## src/verilog/cu_pkg.sv

```systemverilog
package cu_pkg;

	typedef logic [2:0]  cycle_t;		// Encoded CPU cycle, 1 to 5 in use
	typedef logic [6:0]  opcode_t;		// Instruction opcode from the decoder
	typedef logic [4:0]  rnum_t;		// 0-7 regs, 8-15 constants, 16 temp
	typedef logic [15:0] psw_t;			// Processor status word
	typedef logic [6:0]  dbus_ctrl_t;	// [6] byte, [5:3] source, [2:0] destination
	typedef logic [5:0]  alu_op_t;		// ALU operation select
	typedef logic [3:0]  cond_t;		// Condition code, 0-14 named, 15 never

	// Branches, in condition table order
	localparam opcode_t OP_BEQ   = 7'd1;
	localparam opcode_t OP_BNE   = 7'd2;
	localparam opcode_t OP_BC    = 7'd3;
	localparam opcode_t OP_BNC   = 7'd4;
	localparam opcode_t OP_BN    = 7'd5;
	localparam opcode_t OP_BGE   = 7'd6;
	localparam opcode_t OP_BLT   = 7'd7;
	localparam opcode_t OP_BRA   = 7'd8;

	localparam opcode_t OP_ADD   = 7'd9;	// First of the two-operand ALU group
	localparam opcode_t OP_BIS   = 7'd20;	// Last of the two-operand ALU group
	localparam opcode_t OP_MOV   = 7'd21;
	localparam opcode_t OP_SRA   = 7'd23;
	localparam opcode_t OP_RRC   = 7'd24;
	localparam opcode_t OP_SETCC = 7'd30;
	localparam opcode_t OP_CLRCC = 7'd31;
	localparam opcode_t OP_CEX   = 7'd32;

	// PSW flag positions
	localparam int PSW_C   = 0;
	localparam int PSW_Z   = 1;
	localparam int PSW_N   = 2;
	localparam int PSW_SLP = 3;				// Sleep, halts fetch
	localparam int PSW_V   = 4;

	localparam psw_t PSW_RESET = 16'h60e0;	// Priority 7, flags clear

	localparam rnum_t RN_PC        = 5'd7;
	localparam rnum_t RN_CONST_TWO = 5'd10;	// Constant table entry holding 2

	// Source codes 0 MDR/MAR, 1 reg file, 2 IR, 3 ALU; same for destinations
	localparam dbus_ctrl_t DBUS_IDLE       = 7'b1111111;	// No valid route
	localparam dbus_ctrl_t DBUS_ALU_TO_REG = 7'b0011001;
	localparam dbus_ctrl_t DBUS_REG_TO_REG = 7'b0001001;
	localparam dbus_ctrl_t DBUS_MDR_TO_IR  = 7'b0000010;

	localparam dbus_ctrl_t ABUS_IDLE       = 7'b1111111;
	localparam dbus_ctrl_t ABUS_REG_TO_MAR = 7'b0001000;	// Reg file onto MAR

	localparam alu_op_t ALU_ADD = 6'd0;

endpackage

```

## src/verilog/cycle_sequencer.sv

```systemverilog
`timescale 1ns/10ps

module cycle_sequencer #(
	parameter int ADDR_W = 16					// PC and breakpoint width
)
(
	input  logic              clock,
	input  logic              cpucycle_rst,
	input  logic              cycle_restart,	// From decoder, back to cycle 1
	input  logic [ADDR_W-1:0] pc,
	input  logic [ADDR_W-1:0] brkpnt,
	input  logic              sleep,			// PSW sleep bit
	input  logic              fetch_ack,
	output cu_pkg::cycle_t    cycle,
	output logic              fetch_req
);

	logic [4:0] step;				// One-hot, bit 0 is cycle 1
	logic       ack_seen;			// Ack has risen in this fetch
	logic       hold;				// Breakpoint hit or sleeping
	logic       fetch_done;			// Handshake closed, leave cycle 1

	assign hold       = (pc == brkpnt) || sleep;
	assign fetch_done = step[0] && ack_seen && !fetch_ack;

	always_ff @(posedge clock)
	begin
		if (cpucycle_rst)
		begin
			step      <= 5'b00001;
			fetch_req <= 1'b0;
			ack_seen  <= 1'b0;
		end
		else
		begin
			if (cycle_restart)
				step <= 5'b00001;					// Instruction finished or skipped
			else if (fetch_done || !step[0])
				step <= {step[3:0], step[4]};		// Next cycle
			if (step[0])
			begin
				if (fetch_req && fetch_ack)
				begin
					fetch_req <= 1'b0;				// Ack seen, drop request
					ack_seen  <= 1'b1;
				end
				else if (!fetch_req && !ack_seen && !fetch_ack && !hold)
					fetch_req <= 1'b1;				// Start a fetch
				if (fetch_done)
					ack_seen <= 1'b0;				// Ready for the next fetch
			end
		end
	end

	// One-hot to binary cycle number
	assign cycle = {step[3] | step[4], step[1] | step[2], step[0] | step[2] | step[4]};

endmodule

```

## src/verilog/cex_unit.sv

```systemverilog
`timescale 1ns/10ps

module cex_unit #(
	parameter int CEX_CNT_W = 3						// True and false count width
)
(
	input  logic                 clock,
	input  logic                 cpucycle_rst,
	input  cu_pkg::cycle_t       cycle,
	input  cu_pkg::cond_t        cond_sel,
	input  cu_pkg::psw_t         psw,
	input  logic                 cex_load,			// Capture a new window
	input  logic [CEX_CNT_W-1:0] t_cnt,
	input  logic [CEX_CNT_W-1:0] f_cnt,
	output logic                 cond_true,
	output logic                 decode_ok
);
	import cu_pkg::*;

	logic                 active;			// Window in progress
	logic                 result;			// Condition captured at CEX
	logic [CEX_CNT_W-1:0] t_left;
	logic [CEX_CNT_W-1:0] f_left;
	logic [CEX_CNT_W-1:0] t_next;
	logic [CEX_CNT_W-1:0] f_next;
	logic                 c, z, n, v;

	assign c = psw[PSW_C];
	assign z = psw[PSW_Z];
	assign n = psw[PSW_N];
	assign v = psw[PSW_V];

	always_comb
	begin
		case (cond_sel)
			4'd0:    cond_true = z;					// EQ
			4'd1:    cond_true = !z;				// NE
			4'd2:    cond_true = c;					// CS
			4'd3:    cond_true = !c;				// CC
			4'd4:    cond_true = n;					// MI
			4'd5:    cond_true = !n;				// PL
			4'd6:    cond_true = v;					// VS
			4'd7:    cond_true = !v;				// VC
			4'd8:    cond_true = c && !z;			// HI
			4'd9:    cond_true = !c || z;			// LS
			4'd10:   cond_true = (n == v);			// GE
			4'd11:   cond_true = (n != v);			// LT
			4'd12:   cond_true = !z && (n == v);	// GT
			4'd13:   cond_true = z || (n != v);		// LE
			4'd14:   cond_true = 1'b1;				// AL
			default: cond_true = 1'b0;				// Never
		endcase
	end

	// True count runs down first, then the false count
	assign t_next = (t_left != '0) ? t_left - 1'b1 : t_left;
	assign f_next = ((t_left == '0) && (f_left != '0)) ? f_left - 1'b1 : f_left;

	assign decode_ok = (cycle == cycle_t'(4)) && (!active ||
		(result && (t_left != '0)) ||
		(!result && (t_left == '0) && (f_left != '0)));

	always_ff @(posedge clock)
	begin
		if (cpucycle_rst)
		begin
			active <= 1'b0;
			result <= 1'b0;
			t_left <= '0;
			f_left <= '0;
		end
		else if (cex_load)
		begin
			active <= 1'b1;					// Open the window
			result <= cond_true;
			t_left <= t_cnt;
			f_left <= f_cnt;
		end
		else if ((cycle == cycle_t'(4)) && active)
		begin
			t_left <= t_next;
			f_left <= f_next;
			if ((t_next == '0) && (f_next == '0))
				active <= 1'b0;				// Window used up
		end
	end

endmodule

```

## src/verilog/psw_reg.sv

```systemverilog
`timescale 1ns/10ps

module psw_reg
(
	input  logic         clock,
	input  logic         cpucycle_rst,
	input  logic [4:0]   alu_flags,			// V, SLP, N, Z, C from the ALU
	input  logic         alu_flags_valid,	// One-cycle load strobe
	input  logic         psw_set,			// SETCC
	input  logic         psw_clr,			// CLRCC
	input  logic [4:0]   pswb,				// Flag mask
	output cu_pkg::psw_t psw
);
	import cu_pkg::*;

	always_ff @(posedge clock)
	begin
		if (cpucycle_rst)
			psw <= PSW_RESET;
		else if (alu_flags_valid)
			psw[4:0] <= alu_flags;				// ALU wins over SETCC and CLRCC
		else if (psw_set)
			psw[4:0] <= psw[4:0] | pswb;
		else if (psw_clr)
			psw[4:0] <= psw[4:0] & ~pswb;
	end

endmodule

```

## src/verilog/exec_decoder.sv

```systemverilog
`timescale 1ns/10ps

module exec_decoder
(
	input  cu_pkg::cycle_t     cycle,
	input  cu_pkg::opcode_t    op,
	input  logic [2:0]         dst,
	input  logic [2:0]         srccon,		// Source register or constant
	input  logic               rc,			// 1 selects the constant table
	input  logic               wb,			// 1 byte, 0 word
	input  cu_pkg::cond_t      cond,		// CEX condition field
	input  logic [4:0]         pswb_in,		// SETCC and CLRCC mask field
	input  logic               cond_true,
	input  logic               decode_ok,
	output logic               alu_en,
	output logic               id_en,
	output cu_pkg::dbus_ctrl_t data_bus_ctrl,
	output cu_pkg::dbus_ctrl_t addr_bus_ctrl,
	output cu_pkg::alu_op_t    alu_op,
	output cu_pkg::rnum_t      alu_rnum_dst,
	output cu_pkg::rnum_t      alu_rnum_src,
	output cu_pkg::rnum_t      dbus_rnum_dst,
	output cu_pkg::rnum_t      dbus_rnum_src,
	output logic               psw_update,
	output logic               cycle_restart,
	output cu_pkg::cond_t      cond_sel,
	output logic               cex_load,
	output logic               psw_set,
	output logic               psw_clr,
	output logic [4:0]         pswb
);
	import cu_pkg::*;

	opcode_t alu_base;		// Opcode offset into the ALU operation table

	assign alu_base = (op >= OP_SRA) ? op - 7'd11 : op - OP_ADD;

	always_comb
	begin
		alu_en        = 1'b0;
		id_en         = 1'b0;
		data_bus_ctrl = DBUS_IDLE;
		addr_bus_ctrl = ABUS_IDLE;
		alu_op        = ALU_ADD;
		alu_rnum_dst  = '0;
		alu_rnum_src  = '0;
		dbus_rnum_dst = '0;
		dbus_rnum_src = '0;
		psw_update    = 1'b0;
		cycle_restart = 1'b0;
		cond_sel      = 4'd15;					// Never
		cex_load      = 1'b0;
		psw_set       = 1'b0;
		psw_clr       = 1'b0;
		pswb          = '0;
		case (cycle)
			3'd1:	// Fetch, PC to MAR and set up PC plus two
			begin
				addr_bus_ctrl = ABUS_REG_TO_MAR;
				dbus_rnum_src = RN_PC;
				alu_rnum_dst  = RN_PC;
				alu_rnum_src  = RN_CONST_TWO;
			end
			3'd2:	// PC plus two written back
			begin
				alu_en        = 1'b1;
				data_bus_ctrl = DBUS_ALU_TO_REG;
				dbus_rnum_dst = RN_PC;
			end
			3'd3:
				data_bus_ctrl = DBUS_MDR_TO_IR;	// Instruction into IR
			3'd4:	// Decode unless CEX skips it
			begin
				id_en         = decode_ok;
				cycle_restart = !decode_ok;
			end
			3'd5:	// Execute
			begin
				cycle_restart = 1'b1;
				case (op)
					OP_BEQ, OP_BNE, OP_BC, OP_BNC, OP_BN, OP_BGE, OP_BLT, OP_BRA:
					begin
						cond_sel = (op <= OP_BN) ? cond_t'(op - 7'd1) : cond_t'(op + 7'd4);
						if (cond_true)
						begin
							alu_en        = 1'b1;			// PC plus extended offset
							alu_rnum_dst  = RN_PC;
							dbus_rnum_dst = RN_PC;
							data_bus_ctrl = DBUS_ALU_TO_REG;
						end
					end
					OP_ADD, 7'd10, 7'd11, 7'd12, 7'd13, 7'd14, 7'd15, 7'd16, 7'd17,
					7'd18, 7'd19, OP_BIS, OP_SRA, OP_RRC:
					begin
						alu_en        = 1'b1;
						alu_op        = {alu_base[4:0], wb};	// Word and byte pairs
						alu_rnum_dst  = {2'b00, dst};
						alu_rnum_src  = {1'b0, rc, srccon};	// Plus 8 for constants
						dbus_rnum_dst = {2'b00, dst};
						data_bus_ctrl = {wb, DBUS_ALU_TO_REG[5:0]};
						psw_update    = 1'b1;
					end
					OP_MOV:
					begin
						dbus_rnum_dst = {2'b00, dst};
						dbus_rnum_src = {2'b00, srccon};
						data_bus_ctrl = DBUS_REG_TO_REG;
					end
					OP_SETCC:
					begin
						psw_set = 1'b1;
						pswb    = pswb_in;
					end
					OP_CLRCC:
					begin
						psw_clr = 1'b1;
						pswb    = pswb_in;
					end
					OP_CEX:
					begin
						cond_sel = cond;
						cex_load = 1'b1;				// Open the window
					end
					default: ;							// Unknown, restart only
				endcase
			end
			default:
				cycle_restart = 1'b1;
		endcase
	end

endmodule

```

## src/verilog/control_unit.sv

```systemverilog
`timescale 1ns/10ps

module control_unit #(
	parameter int ADDR_W    = 16,
	parameter int CEX_CNT_W = 3
)
(
	input  logic                 clock,
	input  logic                 cpucycle_rst,
	input  logic [ADDR_W-1:0]    pc,
	input  logic [ADDR_W-1:0]    brkpnt,
	input  logic                 fetch_ack,
	input  cu_pkg::opcode_t      op,
	input  logic [2:0]           dst,
	input  logic [2:0]           srccon,
	input  logic                 rc,
	input  logic                 wb,
	input  cu_pkg::cond_t        cond,
	input  logic [CEX_CNT_W-1:0] t_cnt,
	input  logic [CEX_CNT_W-1:0] f_cnt,
	input  logic [4:0]           pswb,
	input  logic [4:0]           alu_flags,
	input  logic                 alu_flags_valid,
	output logic                 fetch_req,
	output cu_pkg::cycle_t       cycle,
	output cu_pkg::psw_t         psw_out,
	output logic                 alu_en,
	output logic                 id_en,
	output cu_pkg::dbus_ctrl_t   data_bus_ctrl,
	output cu_pkg::dbus_ctrl_t   addr_bus_ctrl,
	output cu_pkg::alu_op_t      alu_op,
	output cu_pkg::rnum_t        alu_rnum_dst,
	output cu_pkg::rnum_t        alu_rnum_src,
	output cu_pkg::rnum_t        dbus_rnum_dst,
	output cu_pkg::rnum_t        dbus_rnum_src,
	output logic                 psw_update
);
	import cu_pkg::*;

	psw_t       psw;
	logic       cycle_restart;
	cond_t      cond_sel;
	logic       cex_load;
	logic       psw_set;
	logic       psw_clr;
	logic [4:0] dec_pswb;		// Mask gated to SETCC and CLRCC
	logic       cond_true;
	logic       decode_ok;

	assign psw_out = psw;

	cycle_sequencer #(.ADDR_W(ADDR_W)) u_seq (
		.clock(clock), .cpucycle_rst(cpucycle_rst), .cycle_restart(cycle_restart),
		.pc(pc), .brkpnt(brkpnt), .sleep(psw[PSW_SLP]), .fetch_ack(fetch_ack),
		.cycle(cycle), .fetch_req(fetch_req));

	cex_unit #(.CEX_CNT_W(CEX_CNT_W)) u_cex (
		.clock(clock), .cpucycle_rst(cpucycle_rst), .cycle(cycle), .cond_sel(cond_sel),
		.psw(psw), .cex_load(cex_load), .t_cnt(t_cnt), .f_cnt(f_cnt),
		.cond_true(cond_true), .decode_ok(decode_ok));

	psw_reg u_psw (
		.clock(clock), .cpucycle_rst(cpucycle_rst), .alu_flags(alu_flags),
		.alu_flags_valid(alu_flags_valid), .psw_set(psw_set), .psw_clr(psw_clr),
		.pswb(dec_pswb), .psw(psw));

	exec_decoder u_dec (
		.cycle(cycle), .op(op), .dst(dst), .srccon(srccon), .rc(rc), .wb(wb),
		.cond(cond), .pswb_in(pswb), .cond_true(cond_true), .decode_ok(decode_ok),
		.alu_en(alu_en), .id_en(id_en), .data_bus_ctrl(data_bus_ctrl),
		.addr_bus_ctrl(addr_bus_ctrl), .alu_op(alu_op), .alu_rnum_dst(alu_rnum_dst),
		.alu_rnum_src(alu_rnum_src), .dbus_rnum_dst(dbus_rnum_dst),
		.dbus_rnum_src(dbus_rnum_src), .psw_update(psw_update),
		.cycle_restart(cycle_restart), .cond_sel(cond_sel), .cex_load(cex_load),
		.psw_set(psw_set), .psw_clr(psw_clr), .pswb(dec_pswb));

endmodule

```

## config.mk

```make
export PLATFORM = sky130hd
export DESIGN_NAME = control_unit
export DESIGN_NICKNAME = d
export VERILOG_FILES = /design/src/verilog/cu_pkg.sv /design/src/verilog/cycle_sequencer.sv /design/src/verilog/cex_unit.sv /design/src/verilog/psw_reg.sv /design/src/verilog/exec_decoder.sv /design/src/verilog/control_unit.sv
export SDC_FILE = /design/constraint.sdc
export NUM_CORES = 1
export LEC_CHECK = 0
export BUFFER_PORTS_ARGS = -buffer_cell sky130_fd_sc_hd__buf_2
export CORE_AREA = 3 3 85 87
export CTS_CLUSTER_DIAMETER = 60
export DETAILED_ROUTE_END_ITERATION = 8
export DIE_AREA = 0 0 88 90
export PLACE_DENSITY = 0.77
export SLEW_MARGIN = 5
export SYNTH_ARGS = -nofsm -noshare
export SYNTH_HDL_FRONTEND = slang
export SYNTH_SLANG_ARGS = --single-unit
```

## constraint.sdc

```tcl
create_clock -name clock -period 4.95 [get_ports clock]
set_input_delay 0.99 -clock clock [delete_from_list [all_inputs] [get_ports clock]]
set_output_delay 0.99 -clock clock [all_outputs]
set_load 0.03 [all_outputs]
```

==> summary.txt, run 1 <==
Run status
  – Outcome: finished, final reports clean

Global route
  – Initial antenna violation count: 0
  – Vias in the first global route: ~2.6k
  – Largest net degree at the start of global routing: 18
  – Gr usage total: 17.37%
  – Global-route wire length before repair: between 10 and 15 mm
  – Global route total overflow: 0

Setup path
  – WP buf/inv: 3
  – Worst reg2reg setup slack: 2280 ps
  – Crit Path Class: in2out
  – FF-to-FF End: u_cex.result$_SDFFE_PP0P_
  – Slowest cell on crit path: a2111o_1
  – Critical path fanouts, max: 6
  – CP Cell Sequence: buf_2 > inv_1 > ha_2 > o21ai_2 > a2111o_1 > a21oi_2 > o21ai_4 > a21o_1 > a41o_1 > o311ai_4 > and3_4 > clkbuf_4
  – CP endpoint kind: output pin
  – Worst endpoint required time: 3960 ps
  – R2r startpoint: u_seq.step[0]$_SDFFE_PP1P_
  – Top delay family on crit path: compound AO/OA/AOI/OAI gates
  – Startpoint Class: primary input
  – Critical Path AT: just under 4000 ps
  – Reg2Reg Depth: 9
  – Worst path depth: 12
  – CP peak stage delay: 520 ps

Floorplan
  – FP Rows: 29
  – Die area: 7920 um^2
  – Die X-Extent: approximately 90 um
  – Die H: 90 um
  – I/O pins: approximately 130
  – Core ar.: 6422 um^2
  – Initial core utilization: 40.66%

Detailed routing
  – DR vias/cell: 5.303
  – WL/cell: about 14 um
  – Pre-Repair DR Iteration Count: 4
  – DRC viols: 0
  – Antenna viol nets, final: 0
  – Total routed wirelength: 7.490 mm
  – Via count: 2901
  – DRT iter0 DRCs: 186

Clock tree
  – Root buffer cell: clkbuf_8
  – H-tree depth: 1
  – CTS tree: yes
  – Sink Count: 20
  – CTS clk-pin slew, worst paths: 70 ps
  – Clk Latency, worst-skew pair: 260 ps
  – Clk buf depth: 2
  – Hold-fix buffers, CTS: 0
  – Num CTS Buffers: 3

Timing
  – Fin crit period: 4850 ps
  – Rel. slew slack: 43.65%
  – Fin crit share: between 90 and 100%
  – Number of setup violations in the final report: 0
  – Final hold violations: 0
  – Final worst clock skew: 5.488 ps
  – Worst-margin pin slew: around 840 ps
  – Fmax achieved: roughly 0.21 GHz
  – Max Slew Vio Count: 0

Final layout
  – Area of the multi-input gates: 2027 um^2
  – Finished Layout Cells: 547
  – Fill count: 634
  – Share of cells above drive strength 1: 34.68%
  – Area Overhead vs Synth: 28.37%
  – ANT cells: 0
  – Nets@finish: 557
  – FF/Latch Area: 400.4 um^2
  – Finished Core Util: between 50 and 60%

Synthesis
  – Ys flop type: dfxtp_1
  – Leading area contributor after synthesis: dfxtp_1
  – Seq/Total Area, Yosys: 15.33%
  – Post-Syn Area: ~2600 um^2
  – Syn. warnings: 0
  – Synthesized instance count: approximately 360
  – Top-area cell type share of the netlist area: between 10% and 20%
  – Seq cells post-synth: 20
  – Post-synth EDFFs: 0
  – Ys async rst share: 0%
  – Syn avg cell area: 7.174 um^2
  – Synth cell types: between 60 and 70
  – Synth top area cells: dfxtp_1 15%, buf_4 7.8%, nor2_1 6.8%

Run
  – Max Cap Viol: 0

Place
  – Routability cong.: 0.9131
  – Placed cell count: 540
  – Port bufs: roughly 110
  – Detailed placement HPWL: 6.087 mm

Worst hold path
  – Worst Hold Depth: 2
  – Hold WC Path Type: reg2reg
  – Worst hold start: u_cex.active$_SDFFE_PP0P_
  – Hold Path End: u_cex.active$_SDFFE_PP0P_

Power
  – PD cells: 155.7 nW/um^2
  – Pleak: 1.541 nW
  – Worst IR Drop VDD: roughly 110 uV
[cells in the mapped netlist (2+ instances only)]
| library cell | count |
|---|---|
| o22ai_1 | 2 |
| a21oi_1 | 30 |
| nor3_1 | 5 |
| ha_1 | 14 |
| xor2_1 | 17 |
| nand3b_1 | 2 |
| o211ai_1 | 5 |
| buf_2 | 4 |
| nor2_1 | 47 |
| mux2i_1 | 7 |
| nor4_1 | 7 |
| xnor2_1 | 9 |
| o31a_1 | 2 |
| a2bb2oi_1 | 2 |
| inv_1 | 17 |
| a211oi_1 | 8 |
| nand2_1 | 36 |
| and3_1 | 9 |
| o21ai_1 | 2 |
| nand2b_1 | 4 |
| a21o_1 | 3 |
| dfxtp_1 | 20 |
| a31oi_1 | 4 |
| nor2b_1 | 3 |
| or3_1 | 2 |
| nand3_1 | 14 |
| and4_1 | 2 |
| o21ai_0 | 8 |
| conb_1 | 2 |
| nand4_1 | 3 |
| buf_4 | 27 |
| clkbuf_1 | 10 |
| o31ai_1 | 2 |
[worst max path at each step]
stage | from | endpoint | slack, ps
4_1_cts | op[1] | alu_rnum_dst[0] | 10
3_5_place_dp | op[1] | alu_rnum_dst[0] | 30
3_3_place_gp | op[1] | alu_rnum_dst[0] | 80
5_1_grt | op[1] | alu_rnum_dst[1] | -40
2_1_floorplan | op[2] | data_bus_ctrl[5] | 3
6_report | op[2] | data_bus_ctrl[2] | 100
[metrics by stage]
stage | worst slack (ps) | setup TNS, ps | hold slack, ps | cell area [um^2] | total power (W)
2_1_floorplan | 3.456 | 0 | 471.3 | 2676 | 0.0003059
3_3_place_gp | 82.58 | 0 | 488.7 | 3157 | 0.0003505
3_5_place_dp | 26.20 | 0 | 493.6 | 3157 | 0.0003530
4_1_cts | 13.48 | 0 | 505.7 | 3228 | 0.0005198
5_1_grt | -38.74 | -111.0 | 543.1 | 3352 | 0.0005500
6_report | 100.1 | 0 | 512.4 | 3352 | 0.0005219
[routing by layer]
metal  wire length, um  vias to the layer above  global-route usage (%)
met5                 0                        -                       0
met4                66                        0                   3.836
met3               555                        8                   2.011
met2              3715                      117                   30.53
met1              3153                     1318                   22.31
li1                  -                     1458                       -
[layout make-up]
| class | instances | area share (%) |
|---|---|---|
| inverters | 17 | 1.904 |
| multi-input cells | 301 | 60.47 |
| clock inverters | 1 | 0.8959 |
| clock buffers | 3 | 1.232 |
| flip-flops and latches | 20 | 11.94 |
| well taps | 77 | 2.874 |
| repair buffers | 128 | 20.68 |
[power breakdown]
part	leakage [nW]	internal, W	switching [W]	total (W)
sequential	0.162	0.000165	0.00000569	0.000170
combinational	1.34	0.0000697	0.000117	0.000187
clock	0.0357	0.000108	0.0000570	0.000165
total	1.54	0.000342	0.000180	0.000522
[logic make-up after synthesis]
| logic type | after synthesis | share of synthesized area [%] |
|---|---|---|
| AO/OA/AOI/OAI | 89 | 25.35 |
| XOR/XNOR | 26 | 8.721 |
| adder cells (fa/ha/maj) | 15 | 7.475 |
| buffers and inverters | 60 | 12.75 |
| flip-flops | 20 | 15.33 |
| multiplexers | 8 | 3.258 |
| other | 2 | 0.2876 |
| AND/OR/NAND/NOR | 144 | 26.83 |
[worst reg2reg max path, delay by kind of cell (launching register included)]
kind / cells / cell delay [ps]
mux: 1 / 170
flops: 1 / 530
simple gates: 3 / 800
compound gates: 3 / 730
buf+inv: 1 / 160
xor+xnor: 1 / 170
[cells in the final DEF (no fill, tap or decap), types with 2 or more instances in the layout]
cell type	instances
xor2_1	17
nand2b_1	4
nor2_1	47
nor2b_1	3
nor3_1	5
o31ai_1	2
clkbuf_8	3
a21oi_1	29
buf_6	2
o211ai_1	5
dfxtp_1	20
ha_2	4
a211oi_1	8
inv_1	15
and4_1	2
buf_4	12
clkbuf_4	4
ha_1	9
nand3b_1	2
nor4_1	7
and3_4	2
nand4_1	3
and3_1	7
nand2_1	36
conb_1	19
xnor2_1	9
or3_1	2
nand3_1	13
a21o_1	3
a21oi_2	2
o31a_1	2
inv_2	2
buf_2	110
mux2i_1	7
o22ai_1	2
a31oi_1	4
o21ai_0	8
[timing repair]
item,4_1_cts,5_1_grt
gates resized for setup,0,25
setup endpoints to repair,0,11
buffers inserted,0,3
Note: power is estimated with default switching activity, not from simulation.
==> run 2: changes to the inputs <==
BUFFER_PORTS_ARGS = -buffer_cell sky130_fd_sc_hd__buf_4   (was -buffer_cell sky130_fd_sc_hd__buf_2)
SKIP_LAST_GASP = 1   (was unset)
==> summary.txt, run 2 (synthesized netlist as in run 1, its figures left out) <==
Timing
  – Number of setup violations in the final report: 0
  – Final hold violations: 0
  – Fin crit share: 97.56%
  – Fmax achieved: ~0.21 GHz
  – Final worst clock skew: around 3.4 ps
  – Rel. slew slack: 41.21%
  – Fin crit period: a little under 5000 ps
  – Max Slew Vio Count: 0
  – Worst-margin pin slew: about 880 ps

Setup path
  – Slowest cell on crit path: a221o_2
  – Critical path fanouts, max: 10
  – Reg2Reg Depth: 8
  – Worst reg2reg setup slack: around 2500 ps
  – Top delay family on crit path: compound AO/OA/AOI/OAI gates
  – Worst endpoint required time: 3960 ps
  – Worst path depth: 13
  – FF-to-FF End: u_cex.result$_SDFFE_PP0P_
  – WP buf/inv: 4
  – CP peak stage delay: 490 ps
  – Critical Path AT: 3840 ps
  – Startpoint Class: primary input
  – CP Cell Sequence: buf_4 > clkinvlp_4 > ha_4 > nor4bb_2 > and2_1 > a221o_2 > xnor2_1 > mux2_4 > o221ai_2 > o311ai_4 > buf_12 > and3_2 > buf_4
  – R2r startpoint: u_seq.step[1]$_SDFFE_PP0P_
  – Crit Path Class: in2out
  – Most used cell, CP: buf_4
  – CP endpoint kind: output pin

Clock tree
  – H-tree depth: 1
  – Num CTS Buffers: 3
  – Root buffer cell: clkbuf_8
  – Clk buf depth: 2
  – Clk Latency, worst-skew pair: 260 ps
  – CTS clk-pin slew, worst paths: 80 ps
  – Hold-fix buffers, CTS: 0
  – Sink Count: 20
  – CTS tree: yes

Power
  – Pleak: roughly 1.6 nW
  – Clk pwr share: 30.1%
  – Worst IR Drop VDD: roughly 150 uV
  – Switch share: 32.74%
  – Pint: 0.0003631 W
  – Tot Pwr: roughly 0.00054 W
  – PD cells: 149.8 nW/um^2
  – Sequential share of power: 31.5%
  – Net Sw Power: 0.0001768 W
  – Combinational fraction of design power: 38.4%

Floorplan
  – Die area: slightly below 8000 um^2
  – Die H: 90 um
  – FP Rows: 29
  – Initial core utilization: about two fifths
  – Core ar.: ~6400 um^2
  – I/O pins: roughly 130
  – Die X-Extent: a little under 90 um

Final layout
  – Fill count: 619
  – Nets@finish: 556
  – Finished Core Util: between 50% and 60%
  – Most frequent cells in the layout: 126 x buf_4, 47 x nor2_1, 36 x nand2_1, 29 x a21oi_1, 20 x dfxtp_1
  – FF/Latch Area: 400.4 um^2
  – Area of the multi-input gates: 1998 um^2
  – Area Overhead vs Synth: 38.00%
  – Most common cell after layout, fill and taps aside: buf_4
  – Final instance area: 3603 um^2
  – Share of cells above drive strength 1: roughly a third
  – ANT cells: 0

Worst hold path
  – Worst Hold Depth: 2
  – Hold Path End: u_cex.result$_SDFFE_PP0P_
  – Hold WC Path Type: reg2reg
  – Worst hold start: u_cex.result$_SDFFE_PP0P_

Global route
  – Initial antenna violation count: 0
  – Gr usage total: 17.92%
  – Largest net degree at the start of global routing: 18
  – Vias in the first global route: approximately 2.6k
  – Global route total overflow: 0
  – Global-route wire length before repair: ~12 mm

Detailed routing
  – DRT iter0 DRCs: 129
  – Via count: between 2k and 3k
  – Total routed wirelength: about 7.6 mm
  – DR vias/cell: 5.234
  – Antenna viol nets, final: 0
  – DRC viols: 0
  – Pre-Repair DR Iteration Count: 4
  – WL/cell: 13.86 um

Run status
  – Outcome: finished, final reports clean

Place
  – Detailed placement HPWL: ~6.2 mm
  – Post-Place Cell Area: 3435 um^2
  – Routability cong.: 0.9927
  – Port bufs: 114

Run
  – Max Cap Viol: 0
## run 2: changes by cell type in the layout (fill, tap and decap cells not counted), sizes merged
cell      previous run  this run
clkbuf               7         3
buf                124       127
clkinvlp             0         2
inv                 17        15
## run 2: worst max path at each step
stage	startpoint	to	slack (ps)
after global routing	op[0]	data_bus_ctrl[2]	-5
after global placement	op[0]	data_bus_ctrl[5]	80
after floorplan	op[2]	data_bus_ctrl[5]	3
after CTS	op[1]	data_bus_ctrl[2]	30
final	op[0]	data_bus_ctrl[2]	120
after detailed placement	op[0]	data_bus_ctrl[2]	-30
## run 2: final cells by class
type	instances	share of cell area (%)
sequential	20	11.11
multi-input combinational	301	55.45
clock buffer	3	1.146
clock inverter	1	0.8333
inverter	17	1.979
tap	77	2.674
timing repair buffer	127	26.81
## run 2: worst register-to-register path: cells and delay by family (launching register included)
kind / cells / cell delay (ps)
flops: 1 / 330
buf+inv: 1 / 180
compound gates: 1 / 270
simple gates: 6 / 1630
## run 2: power groups by stage
| stage | Sequential [W] | Combinational, W | Clock (W) |
|---|---|---|---|
| after detailed placement | 0.000174 | 0.000201 | 0 |
| after CTS | 0.000170 | 0.000202 | 0.000165 |
| after global routing | 0.000171 | 0.000225 | 0.000173 |
| after global placement | 0.000174 | 0.000200 | 0 |
| final | 0.000170 | 0.000207 | 0.000162 |
| after floorplan | 0.000175 | 0.000130 | 0 |
## run 2: repair_timing
item	in CTS	in global routing
buffers inserted	1	2
resized for setup	1	11
endpoints found under the setup margin	3	11
endpoints found under the hold margin	0	0
pin swaps	1	2
## run 2: layer usage
layer	global-route usage (%)	share of wire (%)	wire (um)
met4	1.662	0.48	36
met1	23.77	44	3311
met2	31.66	49	3699
met5	0	0	0
met3	2.194	6.9	519
## run 2: stage by stage
stage / cells / hold WS, ps / worst slack, ps / TNS, ps
after detailed placement: 539 / 497.7 / -34.39 / -86.57
after CTS: 544 / 511.5 / 30.47 / 0
after global placement: 539 / 486.6 / 75.93 / 0
final: 546 / 512.1 / 120.5 / 0
after floorplan: 381 / 471.3 / 3.456 / 0
after global routing: 546 / 540.1 / -4.530 / -7.981
==> run 3: changes to the inputs <==
ABC_AREA = 1   (was unset)
CORE_AREA = 3 3 89 91   (was 3 3 85 87)
DIE_AREA = 0 0 92 94   (was 0 0 88 90)
PLACE_DENSITY = 0.75   (was 0.77)
==> summary.txt, run 3 <==
Final layout
  – Area Overhead vs Synth: 30.18%
  – Most common cell after layout, fill and taps aside: buf_4
  – Share of cells above drive strength 1: ~33%
  – Most frequent cells in the layout: 114 x buf_4, 78 x nand2_1, 60 x inv_1, 46 x nor2_1, 32 x nand3_1
  – Fill count: 765
  – Finished Core Util: a little over half
  – ANT cells: 0
  – Nets@finish: 645
  – Finished Layout Cells: around 660

Setup path
  – Critical Path AT: 3480 ps
  – FF-to-FF End: u_cex.result$_SDFFE_PP0P_
  – CP peak stage delay: about 390 ps
  – Slowest cell on crit path: ha_1
  – Worst reg2reg setup slack: ~2800 ps
  – Worst endpoint required time: 3960 ps
  – Reg2Reg Depth: 15
  – Critical path fanouts, max: 8
  – CP endpoint kind: output pin
  – Top delay family on crit path: simple AND/OR/NAND/NOR gates
  – Startpoint Class: primary input
  – WP buf/inv: 3
  – Crit Path Class: in2out
  – CP Cell Sequence: buf_4 > inv_1 > ha_1 > nor2_1 > nor2_1 > nor2_1 > nand2_2 > nand2_4 > nand2_4 > nand2_4 > nor2_4 > nand2_2 > o21ai_1 > nand2_1 > nand2_1 > nor2_2 > nand2_2 > nand2_4 > a21oi_1 > buf_4
  – Most used cell, CP: nand2_4
  – R2r startpoint: u_seq.step[0]$_SDFFE_PP1P_

Timing
  – Fin crit share: 90.27%
  – Final hold violations: 0
  – Final worst clock skew: around 7.2 ps
  – Number of setup violations in the final report: 0
  – Setup repair after global routing missed its margin: false
  – Fin crit period: 4468 ps
  – Fmax achieved: 0.2238 GHz
  – Max Slew Vio Count: 0
  – Setup TNS Final: 0 ps

Synthesis
  – Post-synth EDFFs: 0
  – Seq cells post-synth: 20
  – Post-Syn Area: 2885 um^2
  – Ys async rst share: 0%
  – Seq/Total Area, Yosys: 13.88%
  – Syn avg cell area: 6.383 um^2
  – Synth top area cells: dfxtp_1 14%, nand2_1 10%, inv_1 7.8%
  – Post-synth top cells: 78 x nand2_1, 60 x inv_1, 46 x nor2_1, 32 x nand3_1, 28 x buf_4
  – Adder-cell share of the synthesized area: slightly below 7%
  – Post-Synth Simple-Gate Area: 40.24%
  – Count leader, synth: nand2_1
  – Top-area cell type share of the netlist area: 13.88%
  – Post-synthesis mux area share: 0%
  – Compound-gate portion of the synthesized area: 14.48%
  – Post-synthesis xor/xnor area fraction: 7.285%
  – Synth cell types: 38
  – Ys flop type: dfxtp_1
  – Syn. warnings: 0
  – Synthesized instance count: 452
  – Leading area contributor after synthesis: dfxtp_1
  – Largest family of logic cells by synthesized area: simple AND/OR/NAND/NOR gates

Global route
  – Initial antenna violation count: 0
  – Global-route wire length before repair: roughly 13 mm
  – Gr usage total: 18.48%
  – Largest net degree at the start of global routing: 13
  – Vias in the first global route: 3074
  – Global route total overflow: 0

Floorplan
  – Core ar.: 7214 um^2
  – FP Rows: 31
  – Initial core utilization: about 40%
  – Die area: 8648 um^2
  – Die X-Extent: between 90 and 100 um
  – I/O pins: 134
  – Die H: about 94 um

Place
  – Placed cell count: 653
  – Detailed placement HPWL: between 7 and 8 mm
  – Port bufs: roughly 110
  – Routability cong.: 0.9759

Clock tree
  – Hold-fix buffers, CTS: 0
  – CTS tree: yes
  – Clk buf depth: 2
  – H-tree depth: 1
  – CTS clk-pin slew, worst paths: 70 ps
  – Num CTS Buffers: 3
  – Sink Count: 20
  – Root buffer cell: clkbuf_8
  – Post-CTS Resized: 0
  – Post-CTS setup buffers: 0
  – Clk Latency, worst-skew pair: 260 ps

Detailed routing
  – WL/cell: between 10 and 15 um
  – DR vias/cell: 4.808
  – Via count: 3154
  – Total routed wirelength: around 8 mm
  – Antenna viol nets, final: 0
  – Pre-Repair DR Iteration Count: 5
  – DRC viols: 0
  – DRT iter0 DRCs: 138

Worst hold path
  – Worst hold start: u_seq.ack_seen$_SDFFE_PP0P_
  – Worst Hold Depth: 2
  – Hold Path End: u_seq.ack_seen$_SDFFE_PP0P_
  – Hold WC Path Type: reg2reg

Power
  – PD cells: 134.1 nW/um^2
  – Pleak: 1.935 nW
  – Worst IR Drop VDD: between 80 and 90 uV

Run status
  – Outcome: finished, final reports clean

Run
  – Max Cap Viol: 0
[run 3: cell types whose count changed after synthesis, sizes merged, moves of 8 or more]
cell,delta
nand2,+70
inv,+56
nand3,+25
nor2,+15
clkbuf,-10
o21ai,+10
xor2,-10
and3,-9
xnor2,+8
[run 3: layout make-up]
cell class / count / area (um^2) / area share [%]
multi-input cells: 347 / 2056 / 54.73
repair buffers: 114 / 855.8 / 22.78
flip-flops and latches: 20 / 400.4 / 10.66
inverters: 73 / 279.0 / 7.428
well taps: 99 / 123.9 / 3.298
clock buffers: 3 / 41.29 / 1.099
[run 3: how the worst max path moves through the flow]
| stage | start | to | slack (ps) | cells past startpoint |
|---|---|---|---|---|
| after floorplan | op[0] | data_bus_ctrl[5] | 880 | 19 |
| after global placement | op[0] | alu_en | 490 | 20 |
| after detailed placement | op[0] | alu_en | 510 | 20 |
| after CTS | op[0] | alu_en | 480 | 20 |
| after global routing | op[0] | alu_en | 240 | 18 |
| final | op[0] | alu_en | 480 | 20 |
[run 3: cells by family after synthesis]
kind of cell	after synthesis
flip-flops	20
adder cells (fa/ha/maj)	15
AND/OR/NAND/NOR	220
buffers and inverters	102
AO/OA/AOI/OAI	69
XOR/XNOR	24
other	2
[run 3: worst register-to-register path: stages, from the launching register on]
cell,delay (ps)
dfxtp_1,490
inv_2,100
nand2_4,130
nand3_4,140
inv_4,140
nand2_2,80
a21oi_2,110
nand2_2,100
nand2_2,100
nor2_1,50
nor2_1,120
nand3_1,100
nor2_2,120
nand2_2,80
o21ai_1,120
inv_1,50
[run 3: layer usage]
metal  share of wire, %  GRT usage (%)  vias up
met1                 41          21.81     1397
met4                3.0          7.426        0
met2                 48          32.66      127
met3                8.0          3.766       18
li1                   -              -     1612
met5                  0              0        -
[run 3: where the power goes]
group          switching [W]  total (W)  internal, W
clock network      0.0000511   0.000105    0.0000541
registers         0.00000526   0.000170     0.000165
logic               0.000137   0.000228    0.0000915
[run 3: stage by stage]
step	hold slack, ps	worst slack [ps]	total power (W)	instance area (um^2)
after floorplan	451.7	882.5	0.0003260	2949
after global placement	465.2	489.4	0.0004008	3715
after detailed placement	474.8	513.6	0.0004018	3715
after CTS	485.3	484.9	0.0005068	3756
after global routing	510.8	243.3	0.0005329	3756
final	484.2	481.5	0.0005037	3756
